`src/core_defs.svh`:
```
`ifndef CORE_DEFS_SVH
`define CORE_DEFS_SVH

// First fetch address after reset
`define CORE_RESET_PC      32'h0000_0000

// Data port commands
`define CORE_CMD_NONE      3'd0
`define CORE_CMD_LOAD      3'd1
`define CORE_CMD_STORE     3'd2
// Byte store, only inside the pipe; the port sees STORE with a byte mask
`define CORE_CMD_STORE_B   3'd3

// Major opcodes
`define CORE_OP_REG        7'b0110011
`define CORE_OP_IMM        7'b0010011
`define CORE_OP_LUI        7'b0110111
`define CORE_OP_LOAD       7'b0000011
`define CORE_OP_STORE      7'b0100011
`define CORE_OP_BRANCH     7'b1100011
`define CORE_OP_JAL        7'b1101111

// funct3 / funct7
`define CORE_F3_ADD_SUB    3'b000
`define CORE_F3_SLT        3'b010
`define CORE_F3_XOR        3'b100
`define CORE_F3_OR         3'b110
`define CORE_F3_AND        3'b111
`define CORE_F3_BEQ        3'b000
`define CORE_F3_BNE        3'b001
`define CORE_F3_LW         3'b010
`define CORE_F3_SB         3'b000
`define CORE_F3_SW         3'b010
`define CORE_F7_ADD        7'b0000000
`define CORE_F7_SUB        7'b0100000

`endif

```
`src/core_pkg.sv`:
```
package core_pkg;

	// *******************************************************************
	// Instruction formats
	// *******************************************************************

	typedef struct packed {
		logic [6:0] funct7;
		logic [4:0] rs2;
		logic [4:0] rs1;
		logic [2:0] funct3;
		logic [4:0] rd;
		logic [6:0] opcode;
	} r_fmt_t;

	typedef struct packed {
		logic [11:0] imm;
		logic [4:0]  rs1;
		logic [2:0]  funct3;
		logic [4:0]  rd;
		logic [6:0]  opcode;
	} i_fmt_t;

	typedef struct packed {
		logic [6:0] imm_hi;
		logic [4:0] rs2;
		logic [4:0] rs1;
		logic [2:0] funct3;
		logic [4:0] imm_lo;
		logic [6:0] opcode;
	} s_fmt_t;

	typedef struct packed {
		logic       imm12;
		logic [5:0] imm10_5;
		logic [4:0] rs2;
		logic [4:0] rs1;
		logic [2:0] funct3;
		logic [3:0] imm4_1;
		logic       imm11;
		logic [6:0] opcode;
	} b_fmt_t;

	typedef struct packed {
		logic [19:0] imm;
		logic [4:0]  rd;
		logic [6:0]  opcode;
	} u_fmt_t;

	typedef struct packed {
		logic       imm20;
		logic [9:0] imm10_1;
		logic       imm11;
		logic [7:0] imm19_12;
		logic [4:0] rd;
		logic [6:0] opcode;
	} j_fmt_t;

	// One word, six views
	typedef union packed {
		r_fmt_t r_fmt;
		i_fmt_t i_fmt;
		s_fmt_t s_fmt;
		b_fmt_t b_fmt;
		u_fmt_t u_fmt;
		j_fmt_t j_fmt;
	} inst_u;

	typedef enum logic [3:0] {
		ALU_ADD,
		ALU_SUB,
		ALU_AND,
		ALU_OR,
		ALU_XOR,
		ALU_SLT,
		ALU_PASS_B
	} alu_op_e;

	typedef enum logic [1:0] {
		BR_NONE,
		BR_EQ,
		BR_NE,
		BR_JAL
	} br_kind_e;

	// *******************************************************************
	// Stage bundles and port requests
	// *******************************************************************

	typedef struct packed {
		logic        valid;
		logic [31:0] pc;
		inst_u       inst;
	} id_bundle_t;

	typedef struct packed {
		logic        valid;
		logic [31:0] pc;
		alu_op_e     alu_op;
		logic [31:0] op1;
		logic [31:0] op2;
		logic [31:0] rs2_data;
		logic [31:0] imm;
		br_kind_e    br_kind;
		logic [2:0]  mem_cmd;
		logic [4:0]  rd;
		logic        rf_wen;
	} ex_bundle_t;

	typedef struct packed {
		logic        valid;
		logic [31:0] alu_out;
		logic [31:0] rs2_data;
		logic [2:0]  mem_cmd;
		logic [4:0]  rd;
		logic        rf_wen;
	} mem_bundle_t;

	typedef struct packed {
		logic        wen;
		logic [4:0]  addr;
		logic [31:0] data;
	} wb_t;

	typedef struct packed {
		logic        start;
		logic [31:0] addr;
	} imem_req_t;

	typedef struct packed {
		logic [2:0]  cmd;
		logic [31:0] addr;
		logic [31:0] wdata;
		logic [31:0] wmask;
	} dmem_req_t;

endpackage

```
`src/fetch_stage.sv`:
```
`timescale 1ns/1ps
`include "core_defs.svh"

module fetch_stage import core_pkg::*; (
	input  logic        clk,
	input  logic        rst_n_i,
	input  logic        stall_i,
	input  logic        redirect_valid_i,
	input  logic [31:0] redirect_pc_i,
	output imem_req_t   imem_req_o,
	input  logic        inst_ready_i,
	input  logic [31:0] inst_i,
	input  logic        inst_valid_i,
	output id_bundle_t  id_o
);

	typedef enum logic [1:0] {
		F_IDLE,
		F_REQ,
		F_WAIT
	} fetch_state_e;

	fetch_state_e state_q;
	logic [31:0]  pc_q;
	logic         drop_q;
	logic         word_arrives;
	logic         slot_free;

	// Data may come back in the same cycle as ready
	assign word_arrives = inst_valid_i &&
		((state_q == F_WAIT) || ((state_q == F_REQ) && inst_ready_i));

	// Decode slot is empty after this edge, so a new word has a place to land
	assign slot_free = !id_o.valid || !stall_i;

	always_ff @(posedge clk or negedge rst_n_i) begin
		if (!rst_n_i) begin
			state_q    <= F_IDLE;
			pc_q       <= `CORE_RESET_PC;
			drop_q     <= 1'b0;
			imem_req_o <= '0;
			id_o       <= '0;
		end else begin
			// Decode slot
			if (redirect_valid_i) begin
				id_o.valid <= 1'b0;
			end else if (word_arrives && !drop_q) begin
				id_o.valid <= 1'b1;
				id_o.pc    <= pc_q;
				id_o.inst  <= inst_i;
			end else if (!stall_i) begin
				id_o.valid <= 1'b0;
			end

			// PC
			if (redirect_valid_i) begin
				pc_q <= redirect_pc_i;
			end else if (word_arrives && !drop_q) begin
				pc_q <= pc_q + 32'd4;
			end

			// Squashed fetch still in flight
			if (redirect_valid_i && (state_q != F_IDLE) && !word_arrives) begin
				drop_q <= 1'b1;
			end else if (word_arrives) begin
				drop_q <= 1'b0;
			end

			case (state_q)
				F_IDLE: begin
					if (!redirect_valid_i && slot_free) begin
						imem_req_o.start <= 1'b1;
						imem_req_o.addr  <= pc_q;
						state_q          <= F_REQ;
					end
				end
				F_REQ: begin
					if (inst_ready_i) begin
						imem_req_o.start <= 1'b0;
						state_q          <= word_arrives ? F_IDLE : F_WAIT;
					end
				end
				F_WAIT: begin
					if (inst_valid_i) begin
						state_q <= F_IDLE;
					end
				end
				default: state_q <= F_IDLE;
			endcase
		end
	end

endmodule

```
`src/register_file.sv`:
```
`timescale 1ns/1ps

module register_file import core_pkg::*; (
	input  logic        clk,
	input  logic        rst_n_i,
	input  logic [4:0]  rs1_addr_i,
	input  logic [4:0]  rs2_addr_i,
	output logic [31:0] rs1_data_o,
	output logic [31:0] rs2_data_o,
	input  wb_t         wb_i
);

	logic [31:0] regs [32];

	// x0 is hardwired to zero
	assign rs1_data_o = (rs1_addr_i == 5'd0) ? 32'd0 : regs[rs1_addr_i];
	assign rs2_data_o = (rs2_addr_i == 5'd0) ? 32'd0 : regs[rs2_addr_i];

	// No write-through; decode holds until the writer has left memory
	always_ff @(posedge clk or negedge rst_n_i) begin
		if (!rst_n_i) begin
			for (int i = 0; i < 32; i++) begin
				regs[i] <= 32'd0;
			end
		end else if (wb_i.wen && (wb_i.addr != 5'd0)) begin
			regs[wb_i.addr] <= wb_i.data;
		end
	end

endmodule

```
`src/decode_stage.sv`:
```
`timescale 1ns/1ps
`include "core_defs.svh"

module decode_stage import core_pkg::*; (
	input  logic        clk,
	input  logic        rst_n_i,
	input  logic        stall_i,
	input  logic        flush_i,
	input  id_bundle_t  id_i,
	output logic [4:0]  rs1_addr_o,
	output logic [4:0]  rs2_addr_o,
	input  logic [31:0] rs1_data_i,
	input  logic [31:0] rs2_data_i,
	input  logic [4:0]  ex_busy_rd_i,
	input  logic        ex_busy_wen_i,
	input  wb_t         wb_busy_i,
	output logic        hold_o,
	output ex_bundle_t  ex_o
);

	inst_u       inst;
	logic [31:0] imm_i;
	logic [31:0] imm_s;
	logic [31:0] imm_b;
	logic [31:0] imm_u;
	logic [31:0] imm_j;
	logic        use_rs1;
	logic        use_rs2;
	logic        hazard_rs1;
	logic        hazard_rs2;
	ex_bundle_t  ex_next;

	assign inst       = id_i.inst;
	assign rs1_addr_o = inst.r_fmt.rs1;
	assign rs2_addr_o = inst.r_fmt.rs2;

	// Sign-extended immediates, one per format
	assign imm_i = {{20{inst.i_fmt.imm[11]}}, inst.i_fmt.imm};
	assign imm_s = {{20{inst.s_fmt.imm_hi[6]}}, inst.s_fmt.imm_hi, inst.s_fmt.imm_lo};
	assign imm_b = {{20{inst.b_fmt.imm12}}, inst.b_fmt.imm11, inst.b_fmt.imm10_5,
		inst.b_fmt.imm4_1, 1'b0};
	assign imm_u = {inst.u_fmt.imm, 12'd0};
	assign imm_j = {{12{inst.j_fmt.imm20}}, inst.j_fmt.imm19_12, inst.j_fmt.imm11,
		inst.j_fmt.imm10_1, 1'b0};

	always_comb begin
		ex_next          = '0;
		ex_next.valid    = id_i.valid;
		ex_next.pc       = id_i.pc;
		ex_next.alu_op   = ALU_ADD;
		ex_next.op1      = rs1_data_i;
		ex_next.op2      = rs2_data_i;
		ex_next.rs2_data = rs2_data_i;
		ex_next.br_kind  = BR_NONE;
		ex_next.mem_cmd  = `CORE_CMD_NONE;
		ex_next.rd       = inst.r_fmt.rd;
		use_rs1          = 1'b0;
		use_rs2          = 1'b0;
		case (inst.r_fmt.opcode)
			`CORE_OP_REG: begin
				use_rs1        = 1'b1;
				use_rs2        = 1'b1;
				ex_next.rf_wen = 1'b1;
				case (inst.r_fmt.funct3)
					`CORE_F3_ADD_SUB: ex_next.alu_op =
						(inst.r_fmt.funct7 == `CORE_F7_SUB) ? ALU_SUB : ALU_ADD;
					`CORE_F3_SLT: ex_next.alu_op = ALU_SLT;
					`CORE_F3_XOR: ex_next.alu_op = ALU_XOR;
					`CORE_F3_OR:  ex_next.alu_op = ALU_OR;
					`CORE_F3_AND: ex_next.alu_op = ALU_AND;
					default:      ex_next.alu_op = ALU_ADD;
				endcase
			end
			`CORE_OP_IMM, `CORE_OP_LOAD: begin
				use_rs1        = 1'b1;
				ex_next.op2    = imm_i;
				ex_next.imm    = imm_i;
				ex_next.rf_wen = 1'b1;
				if (inst.r_fmt.opcode == `CORE_OP_LOAD) begin
					ex_next.mem_cmd = `CORE_CMD_LOAD;
				end
			end
			`CORE_OP_LUI: begin
				ex_next.alu_op = ALU_PASS_B;
				ex_next.op2    = imm_u;
				ex_next.imm    = imm_u;
				ex_next.rf_wen = 1'b1;
			end
			`CORE_OP_STORE: begin
				use_rs1         = 1'b1;
				use_rs2         = 1'b1;
				ex_next.op2     = imm_s;
				ex_next.imm     = imm_s;
				ex_next.mem_cmd = (inst.s_fmt.funct3 == `CORE_F3_SB) ?
					`CORE_CMD_STORE_B : `CORE_CMD_STORE;
			end
			`CORE_OP_BRANCH: begin
				use_rs1     = 1'b1;
				use_rs2     = 1'b1;
				ex_next.imm = imm_b;
				if (inst.b_fmt.funct3 == `CORE_F3_BEQ) begin
					ex_next.br_kind = BR_EQ;
				end else if (inst.b_fmt.funct3 == `CORE_F3_BNE) begin
					ex_next.br_kind = BR_NE;
				end
			end
			`CORE_OP_JAL: begin
				// Link value pc+4 comes out of the ALU
				ex_next.op1     = id_i.pc;
				ex_next.op2     = 32'd4;
				ex_next.imm     = imm_j;
				ex_next.br_kind = BR_JAL;
				ex_next.rf_wen  = 1'b1;
			end
			default: ex_next.valid = 1'b0;
		endcase
	end

	// Interlock against writers still in execute or memory
	assign hazard_rs1 = use_rs1 && (rs1_addr_o != 5'd0) &&
		((ex_busy_wen_i && (ex_busy_rd_i == rs1_addr_o)) ||
		(wb_busy_i.wen && (wb_busy_i.addr == rs1_addr_o)));
	assign hazard_rs2 = use_rs2 && (rs2_addr_o != 5'd0) &&
		((ex_busy_wen_i && (ex_busy_rd_i == rs2_addr_o)) ||
		(wb_busy_i.wen && (wb_busy_i.addr == rs2_addr_o)));
	assign hold_o = id_i.valid && (hazard_rs1 || hazard_rs2);

	always_ff @(posedge clk or negedge rst_n_i) begin
		if (!rst_n_i) begin
			ex_o <= '0;
		end else if (flush_i) begin
			ex_o.valid <= 1'b0;
		end else if (!stall_i) begin
			if (hold_o) begin
				ex_o.valid <= 1'b0;
			end else begin
				ex_o <= ex_next;
			end
		end
	end

endmodule

```
`src/execute_stage.sv`:
```
`timescale 1ns/1ps

module execute_stage import core_pkg::*; (
	input  logic        clk,
	input  logic        rst_n_i,
	input  logic        stall_i,
	input  ex_bundle_t  ex_i,
	output logic        redirect_valid_o,
	output logic [31:0] redirect_pc_o,
	output mem_bundle_t mem_o
);

	logic [31:0] alu_out;
	logic        taken;

	// *******************************************************************
	// ALU
	// *******************************************************************

	always_comb begin
		case (ex_i.alu_op)
			ALU_ADD:    alu_out = ex_i.op1 + ex_i.op2;
			ALU_SUB:    alu_out = ex_i.op1 - ex_i.op2;
			ALU_AND:    alu_out = ex_i.op1 & ex_i.op2;
			ALU_OR:     alu_out = ex_i.op1 | ex_i.op2;
			ALU_XOR:    alu_out = ex_i.op1 ^ ex_i.op2;
			ALU_SLT:    alu_out = {31'd0, $signed(ex_i.op1) < $signed(ex_i.op2)};
			ALU_PASS_B: alu_out = ex_i.op2;
			default:    alu_out = ex_i.op1 + ex_i.op2;
		endcase
	end

	// *******************************************************************
	// Branch resolution
	// *******************************************************************

	always_comb begin
		case (ex_i.br_kind)
			BR_EQ:   taken = (ex_i.op1 == ex_i.rs2_data);
			BR_NE:   taken = (ex_i.op1 != ex_i.rs2_data);
			BR_JAL:  taken = 1'b1;
			default: taken = 1'b0;
		endcase
	end

	// Fires once, on the cycle the branch leaves for memory
	assign redirect_valid_o = ex_i.valid && taken && !stall_i;
	assign redirect_pc_o    = ex_i.pc + ex_i.imm;

	always_ff @(posedge clk or negedge rst_n_i) begin
		if (!rst_n_i) begin
			mem_o <= '0;
		end else if (!stall_i) begin
			mem_o.valid    <= ex_i.valid;
			mem_o.alu_out  <= alu_out;
			mem_o.rs2_data <= ex_i.rs2_data;
			mem_o.mem_cmd  <= ex_i.mem_cmd;
			mem_o.rd       <= ex_i.rd;
			mem_o.rf_wen   <= ex_i.rf_wen;
		end
	end

endmodule

```
`src/memory_stage.sv`:
```
`timescale 1ns/1ps
`include "core_defs.svh"

module memory_stage import core_pkg::*; (
	input  logic        clk,
	input  logic        rst_n_i,
	input  mem_bundle_t mem_i,
	output dmem_req_t   dmem_req_o,
	input  logic        d_cmd_ready_i,
	input  logic [31:0] rdata_i,
	input  logic        rdata_valid_i,
	output logic        stall_o,
	output wb_t         wb_o
);

	logic       is_load;
	logic       is_store;
	logic       is_byte;
	logic       accepted_q;
	logic       done;
	logic [4:0] shamt;

	assign is_byte  = (mem_i.mem_cmd == `CORE_CMD_STORE_B);
	assign is_load  = mem_i.valid && (mem_i.mem_cmd == `CORE_CMD_LOAD);
	assign is_store = mem_i.valid && ((mem_i.mem_cmd == `CORE_CMD_STORE) || is_byte);

	// Byte lane within the word
	assign shamt = {mem_i.alu_out[1:0], 3'b000};

	// *******************************************************************
	// Data port request
	// *******************************************************************

	always_comb begin
		dmem_req_o.cmd   = `CORE_CMD_NONE;
		dmem_req_o.addr  = mem_i.alu_out;
		dmem_req_o.wdata = mem_i.rs2_data;
		dmem_req_o.wmask = 32'hFFFF_FFFF;
		if (is_byte) begin
			dmem_req_o.wdata = {24'd0, mem_i.rs2_data[7:0]} << shamt;
			dmem_req_o.wmask = 32'h0000_00FF << shamt;
		end
		if (is_store) begin
			dmem_req_o.cmd = `CORE_CMD_STORE;
		end else if (is_load && !accepted_q) begin
			dmem_req_o.cmd = `CORE_CMD_LOAD;
		end
	end

	// Load command taken, data not back yet
	always_ff @(posedge clk or negedge rst_n_i) begin
		if (!rst_n_i) begin
			accepted_q <= 1'b0;
		end else if (!is_load || rdata_valid_i) begin
			accepted_q <= 1'b0;
		end else if (d_cmd_ready_i) begin
			accepted_q <= 1'b1;
		end
	end

	// *******************************************************************
	// Completion and write-back
	// *******************************************************************

	always_comb begin
		if (is_store) begin
			done = d_cmd_ready_i;
		end else if (is_load) begin
			done = rdata_valid_i && (accepted_q || d_cmd_ready_i);
		end else begin
			done = 1'b1;
		end
	end

	assign stall_o = (is_load || is_store) && !done;

	assign wb_o.wen  = mem_i.valid && mem_i.rf_wen && done;
	assign wb_o.addr = mem_i.rd;
	assign wb_o.data = is_load ? rdata_i : mem_i.alu_out;

endmodule

```
`src/core.sv`:
```
`timescale 1ns/1ps

module core import core_pkg::*; (
	input  logic        clk,
	input  logic        rst_n_i,
	output imem_req_t   imem_req_o,
	input  logic        inst_ready_i,
	input  logic [31:0] inst_i,
	input  logic        inst_valid_i,
	output dmem_req_t   dmem_req_o,
	input  logic        d_cmd_ready_i,
	input  logic [31:0] rdata_i,
	input  logic        rdata_valid_i
);

	logic        mem_stall;
	logic        dec_hold;
	logic        fetch_stall;
	logic        redirect_valid;
	logic [31:0] redirect_pc;
	logic [4:0]  rs1_addr;
	logic [4:0]  rs2_addr;
	logic [31:0] rs1_data;
	logic [31:0] rs2_data;
	id_bundle_t  id_bundle;
	ex_bundle_t  ex_bundle;
	mem_bundle_t mem_bundle;
	wb_t         wb;
	wb_t         mem_busy;

	assign fetch_stall = mem_stall | dec_hold;

	// Destination of the instruction sitting in memory, pending or not
	assign mem_busy.wen  = mem_bundle.valid && mem_bundle.rf_wen;
	assign mem_busy.addr = mem_bundle.rd;
	assign mem_busy.data = mem_bundle.alu_out;

	// *******************************************************************
	// Fetch and decode
	// *******************************************************************

	fetch_stage u_fetch (
		.clk              (clk),
		.rst_n_i          (rst_n_i),
		.stall_i          (fetch_stall),
		.redirect_valid_i (redirect_valid),
		.redirect_pc_i    (redirect_pc),
		.imem_req_o       (imem_req_o),
		.inst_ready_i     (inst_ready_i),
		.inst_i           (inst_i),
		.inst_valid_i     (inst_valid_i),
		.id_o             (id_bundle)
	);

	register_file u_regfile (
		.clk        (clk),
		.rst_n_i    (rst_n_i),
		.rs1_addr_i (rs1_addr),
		.rs2_addr_i (rs2_addr),
		.rs1_data_o (rs1_data),
		.rs2_data_o (rs2_data),
		.wb_i       (wb)
	);

	decode_stage u_decode (
		.clk           (clk),
		.rst_n_i       (rst_n_i),
		.stall_i       (mem_stall),
		.flush_i       (redirect_valid),
		.id_i          (id_bundle),
		.rs1_addr_o    (rs1_addr),
		.rs2_addr_o    (rs2_addr),
		.rs1_data_i    (rs1_data),
		.rs2_data_i    (rs2_data),
		.ex_busy_rd_i  (ex_bundle.rd),
		.ex_busy_wen_i (ex_bundle.valid && ex_bundle.rf_wen),
		.wb_busy_i     (mem_busy),
		.hold_o        (dec_hold),
		.ex_o          (ex_bundle)
	);

	// *******************************************************************
	// Execute and memory
	// *******************************************************************

	execute_stage u_execute (
		.clk              (clk),
		.rst_n_i          (rst_n_i),
		.stall_i          (mem_stall),
		.ex_i             (ex_bundle),
		.redirect_valid_o (redirect_valid),
		.redirect_pc_o    (redirect_pc),
		.mem_o            (mem_bundle)
	);

	memory_stage u_memory (
		.clk           (clk),
		.rst_n_i       (rst_n_i),
		.mem_i         (mem_bundle),
		.dmem_req_o    (dmem_req_o),
		.d_cmd_ready_i (d_cmd_ready_i),
		.rdata_i       (rdata_i),
		.rdata_valid_i (rdata_valid_i),
		.stall_o       (mem_stall),
		.wb_o          (wb)
	);

endmodule

```
`config.mk`:
```
export PLATFORM = sky130hd
export DESIGN_NAME = core
export DESIGN_NICKNAME = d
export VERILOG_FILES = /design/src/core_pkg.sv /design/src/fetch_stage.sv /design/src/register_file.sv /design/src/decode_stage.sv /design/src/execute_stage.sv /design/src/memory_stage.sv /design/src/core.sv
export VERILOG_INCLUDE_DIRS = /design/src
export SDC_FILE = /design/constraint.sdc
export NUM_CORES = 2
export LEC_CHECK = 0
export BUFFER_PORTS_ARGS = -buffer_cell sky130_fd_sc_hd__buf_2
export CAP_MARGIN = 20
export CELL_PAD_IN_SITES_DETAIL_PLACEMENT = 1
export CELL_PAD_IN_SITES_GLOBAL_PLACEMENT = 1
export CORE_ASPECT_RATIO = 0.5
export CORE_MARGIN = 2
export CORE_UTILIZATION = 35
export DETAILED_ROUTE_END_ITERATION = 16
export PLACE_DENSITY = 0.71
export SETUP_SLACK_MARGIN = 0.1
export SLEW_MARGIN = 30
export SYNTH_ARGS = -nofsm -noshare
export SYNTH_HDL_FRONTEND = slang
export SYNTH_SLANG_ARGS = --single-unit
```
`constraint.sdc`:
```
create_clock -name clk -period 4.25 [get_ports clk]
set_input_delay 0.2125 -clock clk [delete_from_list [all_inputs] [get_ports clk]]
set_output_delay 0.2125 -clock clk [all_outputs]
set_load 0.01 [all_outputs]
```
# ---- Word-level counts from Yosys, hierarchy flattened
# Cells that the tools add are included.
dict set report word_totals {
  wordCells 240
  ff_bits 1408
  memories 0
  mem_bits_ro 0
  mem_bits_rw 0
  input_bits 70
  output_inout_bits 132
  latchBits 0
}
dict set report classes {
  eq_ne 38
  magnitude_cmp 5
  multipliers 0
  reduce_logical 67
  n_mux 56
  n_addsub 4
  shifts 2
  bitwise_logic 10
  n_div 0
}
# operator count
set ops {}
lappend ops {{$bwmux 1024} 1}
lappend ops {{$mux 32} 11}
lappend ops {{$bmux 32 s5} 2}
lappend ops {{$pmux 32 s6} 1}
lappend ops {{$mux 176} 1}
lappend ops {{$mux 175} 1}
lappend ops {{$demux 32 s5} 1}
lappend ops {{$pmux 32 s5} 1}
lappend ops {{$pmux 32 s4} 1}
lappend ops {{$add 32x32->32} 2}
lappend ops {{$mux 64} 1}
lappend ops {{$mux 33} 1}
lappend ops {{$add 32x3->32 const B} 1}
lappend ops {{$and 32x32->32} 1}
lappend ops {{$eq 32x32->1} 1}
lappend ops {{$lt 32x32->1} 1}
lappend ops {{$ne 32x32->1} 1}
lappend ops {{$or 32x32->32} 1}
lappend ops {{$shl 8x5->32} 1}
lappend ops {{$shl 8x5->32 const A} 1}
lappend ops {{$sub 32x32->32} 1}
lappend ops {{$xor 32x32->32} 1}
lappend ops {{$eq 7x6->1 const B} 4}
lappend ops {{$logic_and 1x1->1} 27}
lappend ops {{43 further kinds} 117}

# ---- Depth between registers and ports, before layout
dict set report logic_depth {
  depth_word 13
  depth_mapped 13
}

# ---- By module
# A second synthesis with hierarchy kept.
dict set report unflattened {
  cells_unflattened 6234
  area_unflattened_um2 79734.0
}
# mod seq_area_each_um2 area_per_inst_um2 instances cells_each
set by_module_without_submodules {}
lappend by_module_without_submodules {register_file 25624.6 54828.8 1 3613}
lappend by_module_without_submodules {execute_stage 1851.8 9466.6 1 1208}
lappend by_module_without_submodules {decode_stage 4354.2 7987.7 1 706}
lappend by_module_without_submodules {fetch_stage 3328.2 5960.7 1 419}
lappend by_module_without_submodules {memory_stage 25.0 1471.4 1 285}
lappend by_module_without_submodules {core 0.0 18.8 1 3}

# ---- Worst setup path after synthesis
# No wires, ideal clock.
dict set report synth_path {
  path_kind {flip-flop to flip-flop}
  start {register u_decode.ex_o[108] (netlist name)}
  end {register u_execute.mem_o[72] (netlist name)}
  setup_ps 139
  path_stages_with_launch 12
  arrival_ps 2853
  path_slack_ps 1258
  n_path_buf 0
  cell_sequence {dfrtp_1 -> inv_1 -> ha_1 -> a211oi_1 -> o21a_1 -> or4b_1 -> a21oi_2 -> a32oi_1 -> o41ai_2 -> mux2_2 -> o41ai_1 -> nand3_1}
}
dict set report synth_via {
  elab_chain_cells 2
  word_cells_on_any_way 3
}
# item line_no
set synth_rtl {}
lappend synth_rtl {{start: declaration} decode_stage.sv:18} ;# output ex_bundle_t ex_o
lappend synth_rtl {{start signal: assignment} decode_stage.sv:137} ;# ex_o <= ex_next;
lappend synth_rtl {{$add 32x32->32 / $sub 32x32->32 (equally long branches)} {execute_stage.sv:22, execute_stage.sv:29, execute_stage.sv:23}}
lappend synth_rtl {{$pmux 32 s6 (*)} execute_stage.sv:21} ;# case (ex_i.alu_op)
lappend synth_rtl {{end: declaration} execute_stage.sv:10} ;# output mem_bundle_t mem_o
# Mark *: on every way between the ends. The rest lies on a longest branch, timed or not.
# A chain may end at the register's enable or synchronous reset.

# ---- Final worst setup path
dict set report layout_path {
  start {register u_execute.mem_o[73] (netlist name)}
  end {register u_regfile.regs[394] (netlist name)}
}
dict set report layout_via {
  elab_chain_cells 5
  word_cells_on_any_way 9
}
# item line_no
set layout_rtl {}
lappend layout_rtl {{$logic_and 1x1->1} memory_stage.sv:24} ;# assign is_load = mem_i.valid && (mem_i.mem_cmd == `CORE_CMD_LOAD);
lappend layout_rtl {{$mux 1} memory_stage.sv:68} ;# end else if (is_load) begin
lappend layout_rtl {{$mux 1} memory_stage.sv:66} ;# if (is_store) begin
lappend layout_rtl {{$logic_and 1x1->1} memory_stage.sv:77} ;# assign wb_o.wen = mem_i.valid && mem_i.rf_wen && done;
lappend layout_rtl {{$logic_and 1x1->1} register_file.sv:25} ;# end else if (wb_i.wen && (wb_i.addr != 5'd0)) begin
lappend layout_rtl {{end signal: indexed assignment} register_file.sv:26} ;# regs[wb_i.addr] <= wb_i.data;
lappend layout_rtl {{end: declaration} register_file.sv:13} ;# logic [31:0] regs [32];
# Several ways; a longest one is shown, not always the timed one.

==> metrics.md <==
| Metric | Value |
|---|---|
| Clock transition at path regs | about 0.070 ns |
| Average detailed-routed wire length per instance | around 29 µm |
| Post-Route WL | between 200000 and 300000 µm |
| Setup Slack @ Placement | between 0.6 and 0.7 ns |
| Crit path launch type | flip-flop |
| Initial drt markers | approximately 5700 |
| Pin count of the biggest net entering global routing | between 100 and 150 |
| Arithmetic-cell share of the synthesized area counting full adders, half adders and majority gates | under 10% |
| Clk_skew | roughly 0.034 ns |
| Syn-to-layout area delta | 13.0% |
| Most repeated cell in the gate-level netlist after synthesis | sky130_fd_sc_hd__dfrtp_1 |
| CTS tree | done |
| Final hold viol count | 0 |
| Horiz. Die Dim | 664 µm |
| Post-cts gate resize count | 0 |
| Area contributors post-synth | sky130_fd_sc_hd__dfrtp_1 46%, sky130_fd_sc_hd__mux4_2 19%, sky130_fd_sc_hd__o21ai_0 6.1%, sky130_fd_sc_hd__nand2_1 5.3%, sky130_fd_sc_hd__mux2_2 2.8% |
| Clock insertion delay at the later pin of the skew report | 0.82 ns |
| Port buffer count | 200 |
| Highest net fanout along the worst path | 43 |
| Relative slew margins | 33.8% |
| Data required time at the worst endpoint | around 5 ns |
| Synth Flop Type | sky130_fd_sc_hd__dfrtp_1 |
| XOR/XNOR Fraction of Synth Area | ~1.5% |
| Die Y | about 330 µm |
| IR drop worst, VDD | 0.486 mV |
| Number of design rule violations left after detail routing | 0 |
| Setup repair after global routing missed its margin | false |
| Final weighted congestion of routability-driven global placement | around 0.9 |
| Max-slew violation total from the final report | 0 |
| Achievable Freq | ~270 MHz |
| Library cell used as clock root buffer | sky130_fd_sc_hd__clkbuf_16 |
| Number of antenna violations at the first check in global routing | 19 |
| Post-Syn Instances | 6947 |
| Setup Total Neg Slack | 0 ns |
| Detail-routed via count per cell | approximately 6.0 |
| Number of register bits inferred by synthesis | 1405 |
| Vias post-DR | 59400 |
| Number of nets in the final layout | slightly above 7000 |
| H-tree levels | 4 |
| Smallest hold slack | ~0.037 ns |
| Worst setup EP type | flip-flop |
| Proportion of netlist area held by the largest area contributor | between 40 and 50% |
| Final worst slack | between 0.5 and 0.6 ns |
| Cell accounting for the most synthesized area | sky130_fd_sc_hd__dfrtp_1 |
| Number of enable-type register cells in the synthesized netlist | 0 |
| Aggregate global routing overflow | 0 |
| Setup repair bufs after CTS | 0 |
| Layout Utilization | 39.7% |
| Power density over the cells | about 490 nW/µm² |
| Shortest clock period the worst path allows after layout | 3.74 ns |
| Run status | finished, final reports clean |
| Commonest cells in the netlist | 1405 x sky130_fd_sc_hd__dfrtp_1, 1082 x sky130_fd_sc_hd__nand2_1, 921 x sky130_fd_sc_hd__o21ai_0 |
| Critical path data arrival time | approximately 4.4 ns |
| Fraction of final layout cells with drive strength greater than 1 | a little under a quarter |
| FFs w/ async S/R, synth | 100% |
| TritonCTS Buffers | approximately 140 |
| Drt pass-1 iters | 5 |
| P_leak | roughly 37 nW |
| Number of global-route vias before repair | approximately 61000 |
| Worst setup path category | reg -> reg |
| Post-synthesis sequential area ratio | 46.2% |
| Fin crit share | between 80% and 90% |
| Total Routing Usage GR | between 20% and 30% |
| Remaining antenna violation count after routing | 0 |
| Die area | roughly 220000 µm² |
| Core Box Area | about 220000 µm² |
| Avg Synthesized Cell Area | roughly 11 µm² |
| Simple-gate share of the synthesized area | between 9 and 10% |
| Number of warning messages in the yosys log | 0 |
| Post-Synthesis Net Count | around 7100 |
| Starting density of the core | approximately a third |
| Max-capacitance violation count | 0 |
| Mux share of post-synthesis cell area | a little under a quarter |
| Hold buffer count at CTS | 58 |
| Worst-margin pin slew | roughly 0.99 ns |
| Synth Area in Compound Gates | roughly 13% |
| Combinational family with the most area after synthesis | multiplexers |
| Netlist cell types | about 90 |
| Class of the tightest hold or removal check | in -> reg |
| Total clock sinks | roughly 1400 |
| First-pass GRT wire length | 421000 µm |
| Half-perimeter wire length of the detailed placement result | between 150000 and 200000 µm |
| Maximum count of clock buffers along a single path | 3 |
| Fill cell count | approximately 23000 |
| Row count | 121 |
| Number of top-level pins | about 200 |
| Count of final setup violators | 0 |
| Cell area after synthesis | between 70000 and 80000 µm² |
[flip-flops by register name, indices dropped and copies added, names as in the netlist]
signal               cells
u_fetch.pc_q            32
u_regfile.regs        1024
u_execute.mem_o         73
u_decode.ex_o          174
u_fetch.imem_req_o      33
u_fetch.drop_q           1
u_memory.accepted_q      1
u_fetch.state_q          2
u_fetch.id_o            65
[metrics by stage]
stage	cell area [µm²]	total power [W]	instances
2_1_floorplan	76200	0.0236	6947
3_3_place_gp	80500	0.0284	9544
3_5_place_dp	80500	0.0286	9545
4_1_cts	86000	0.0420	9858
5_1_grt	86000	0.0434	9860
6_report	86100	0.0420	9863
[layout by cell type (no fill, tap or decap), drive strengths merged, types with 24 or more instances in the layout]
| master | count |
|---|---|
| nand3 | 49 |
| xor2 | 32 |
| nor2 | 477 |
| clkinv | 29 |
| inv | 120 |
| mux2 | 203 |
| nand4 | 25 |
| a22oi | 50 |
| nor3 | 37 |
| a31oi | 57 |
| a21o | 32 |
| xnor2 | 101 |
| a221oi | 24 |
| a22o | 24 |
| ha | 128 |
| o22ai | 29 |
| buf | 417 |
| clkbuf | 206 |
| mux2i | 80 |
| nand2 | 1082 |
| a21oi | 418 |
| dlygate4sd3 | 58 |
| o21ai | 943 |
| mux4 | 640 |
| dfrtp | 1405 |
[worst max-delay path, stage by stage, from the launching register on]
cell	delay, ns
sky130_fd_sc_hd__dfrtp_1	0.44
sky130_fd_sc_hd__nand3b_1	0.33
sky130_fd_sc_hd__o21a_1	0.26
sky130_fd_sc_hd__o22ai_4	0.11
sky130_fd_sc_hd__or3_1	0.50
sky130_fd_sc_hd__nor3b_2	0.71
sky130_fd_sc_hd__nand2_4	0.59
sky130_fd_sc_hd__buf_12	0.40
sky130_fd_sc_hd__nand2_1	0.09
sky130_fd_sc_hd__o21ai_0	0.08
[where the power goes]
part,internal [W],switching [W],total [W]
clock,0.00761,0.00581,0.0134
sequential,0.0142,0.00195,0.0161
combinational,0.00503,0.00746,0.0125
total,0.0268,0.0152,0.0420
[path summary, 6_finish.rpt]
path	slack [ns]	from	endpoint	cells after the start
max in group asynchronous	2.87	rst_n_i	u_regfile.regs[382]	3
worst min-delay path	0.04	rdata_i[13]	u_regfile.regs[269]	4
worst min register to register	0.40	u_regfile.regs[995]	u_regfile.regs[995]	0
min in group asynchronous	0.08	rst_n_i	u_fetch.id_o[29]	2
worst max-delay path	0.51	u_execute.mem_o[73]	u_regfile.regs[394]	9
worst max register to register	0.51	u_execute.mem_o[73]	u_regfile.regs[394]	9
[cell families after synthesis]
logic type | after synthesis
simple gates | 1809
compound gates | 1723
flops | 1405
mux | 923
buf+inv | 822
xor+xnor | 133
fa+ha+maj | 131
other cells | 1
[layer usage]
| layer | wire [µm] | GRT usage, % | vias up |
|---|---|---|---|
| li1 | - | - | 24800 |
| met1 | 116000 | 33.5 | 31400 |
| met2 | 131000 | 40.3 | 2466 |
| met3 | 23500 | 5.62 | 679 |
| met4 | 13000 | 11.1 | 10 |
| met5 | 64 | 0 | - |
[final cells by class]
cell class	instances	area, µm²	area share [%]
diodes	3	7.51	0.00872
clock buffers	206	4220	4.91
clock inverters	49	631	0.733
inverters	115	432	0.502
multi-input cells	4720	38000	44.2
flip-flops and latches	1405	35200	40.9
well taps	2890	3620	4.20
repair buffers	475	3950	4.59
(Power assumes the default switching activity.)
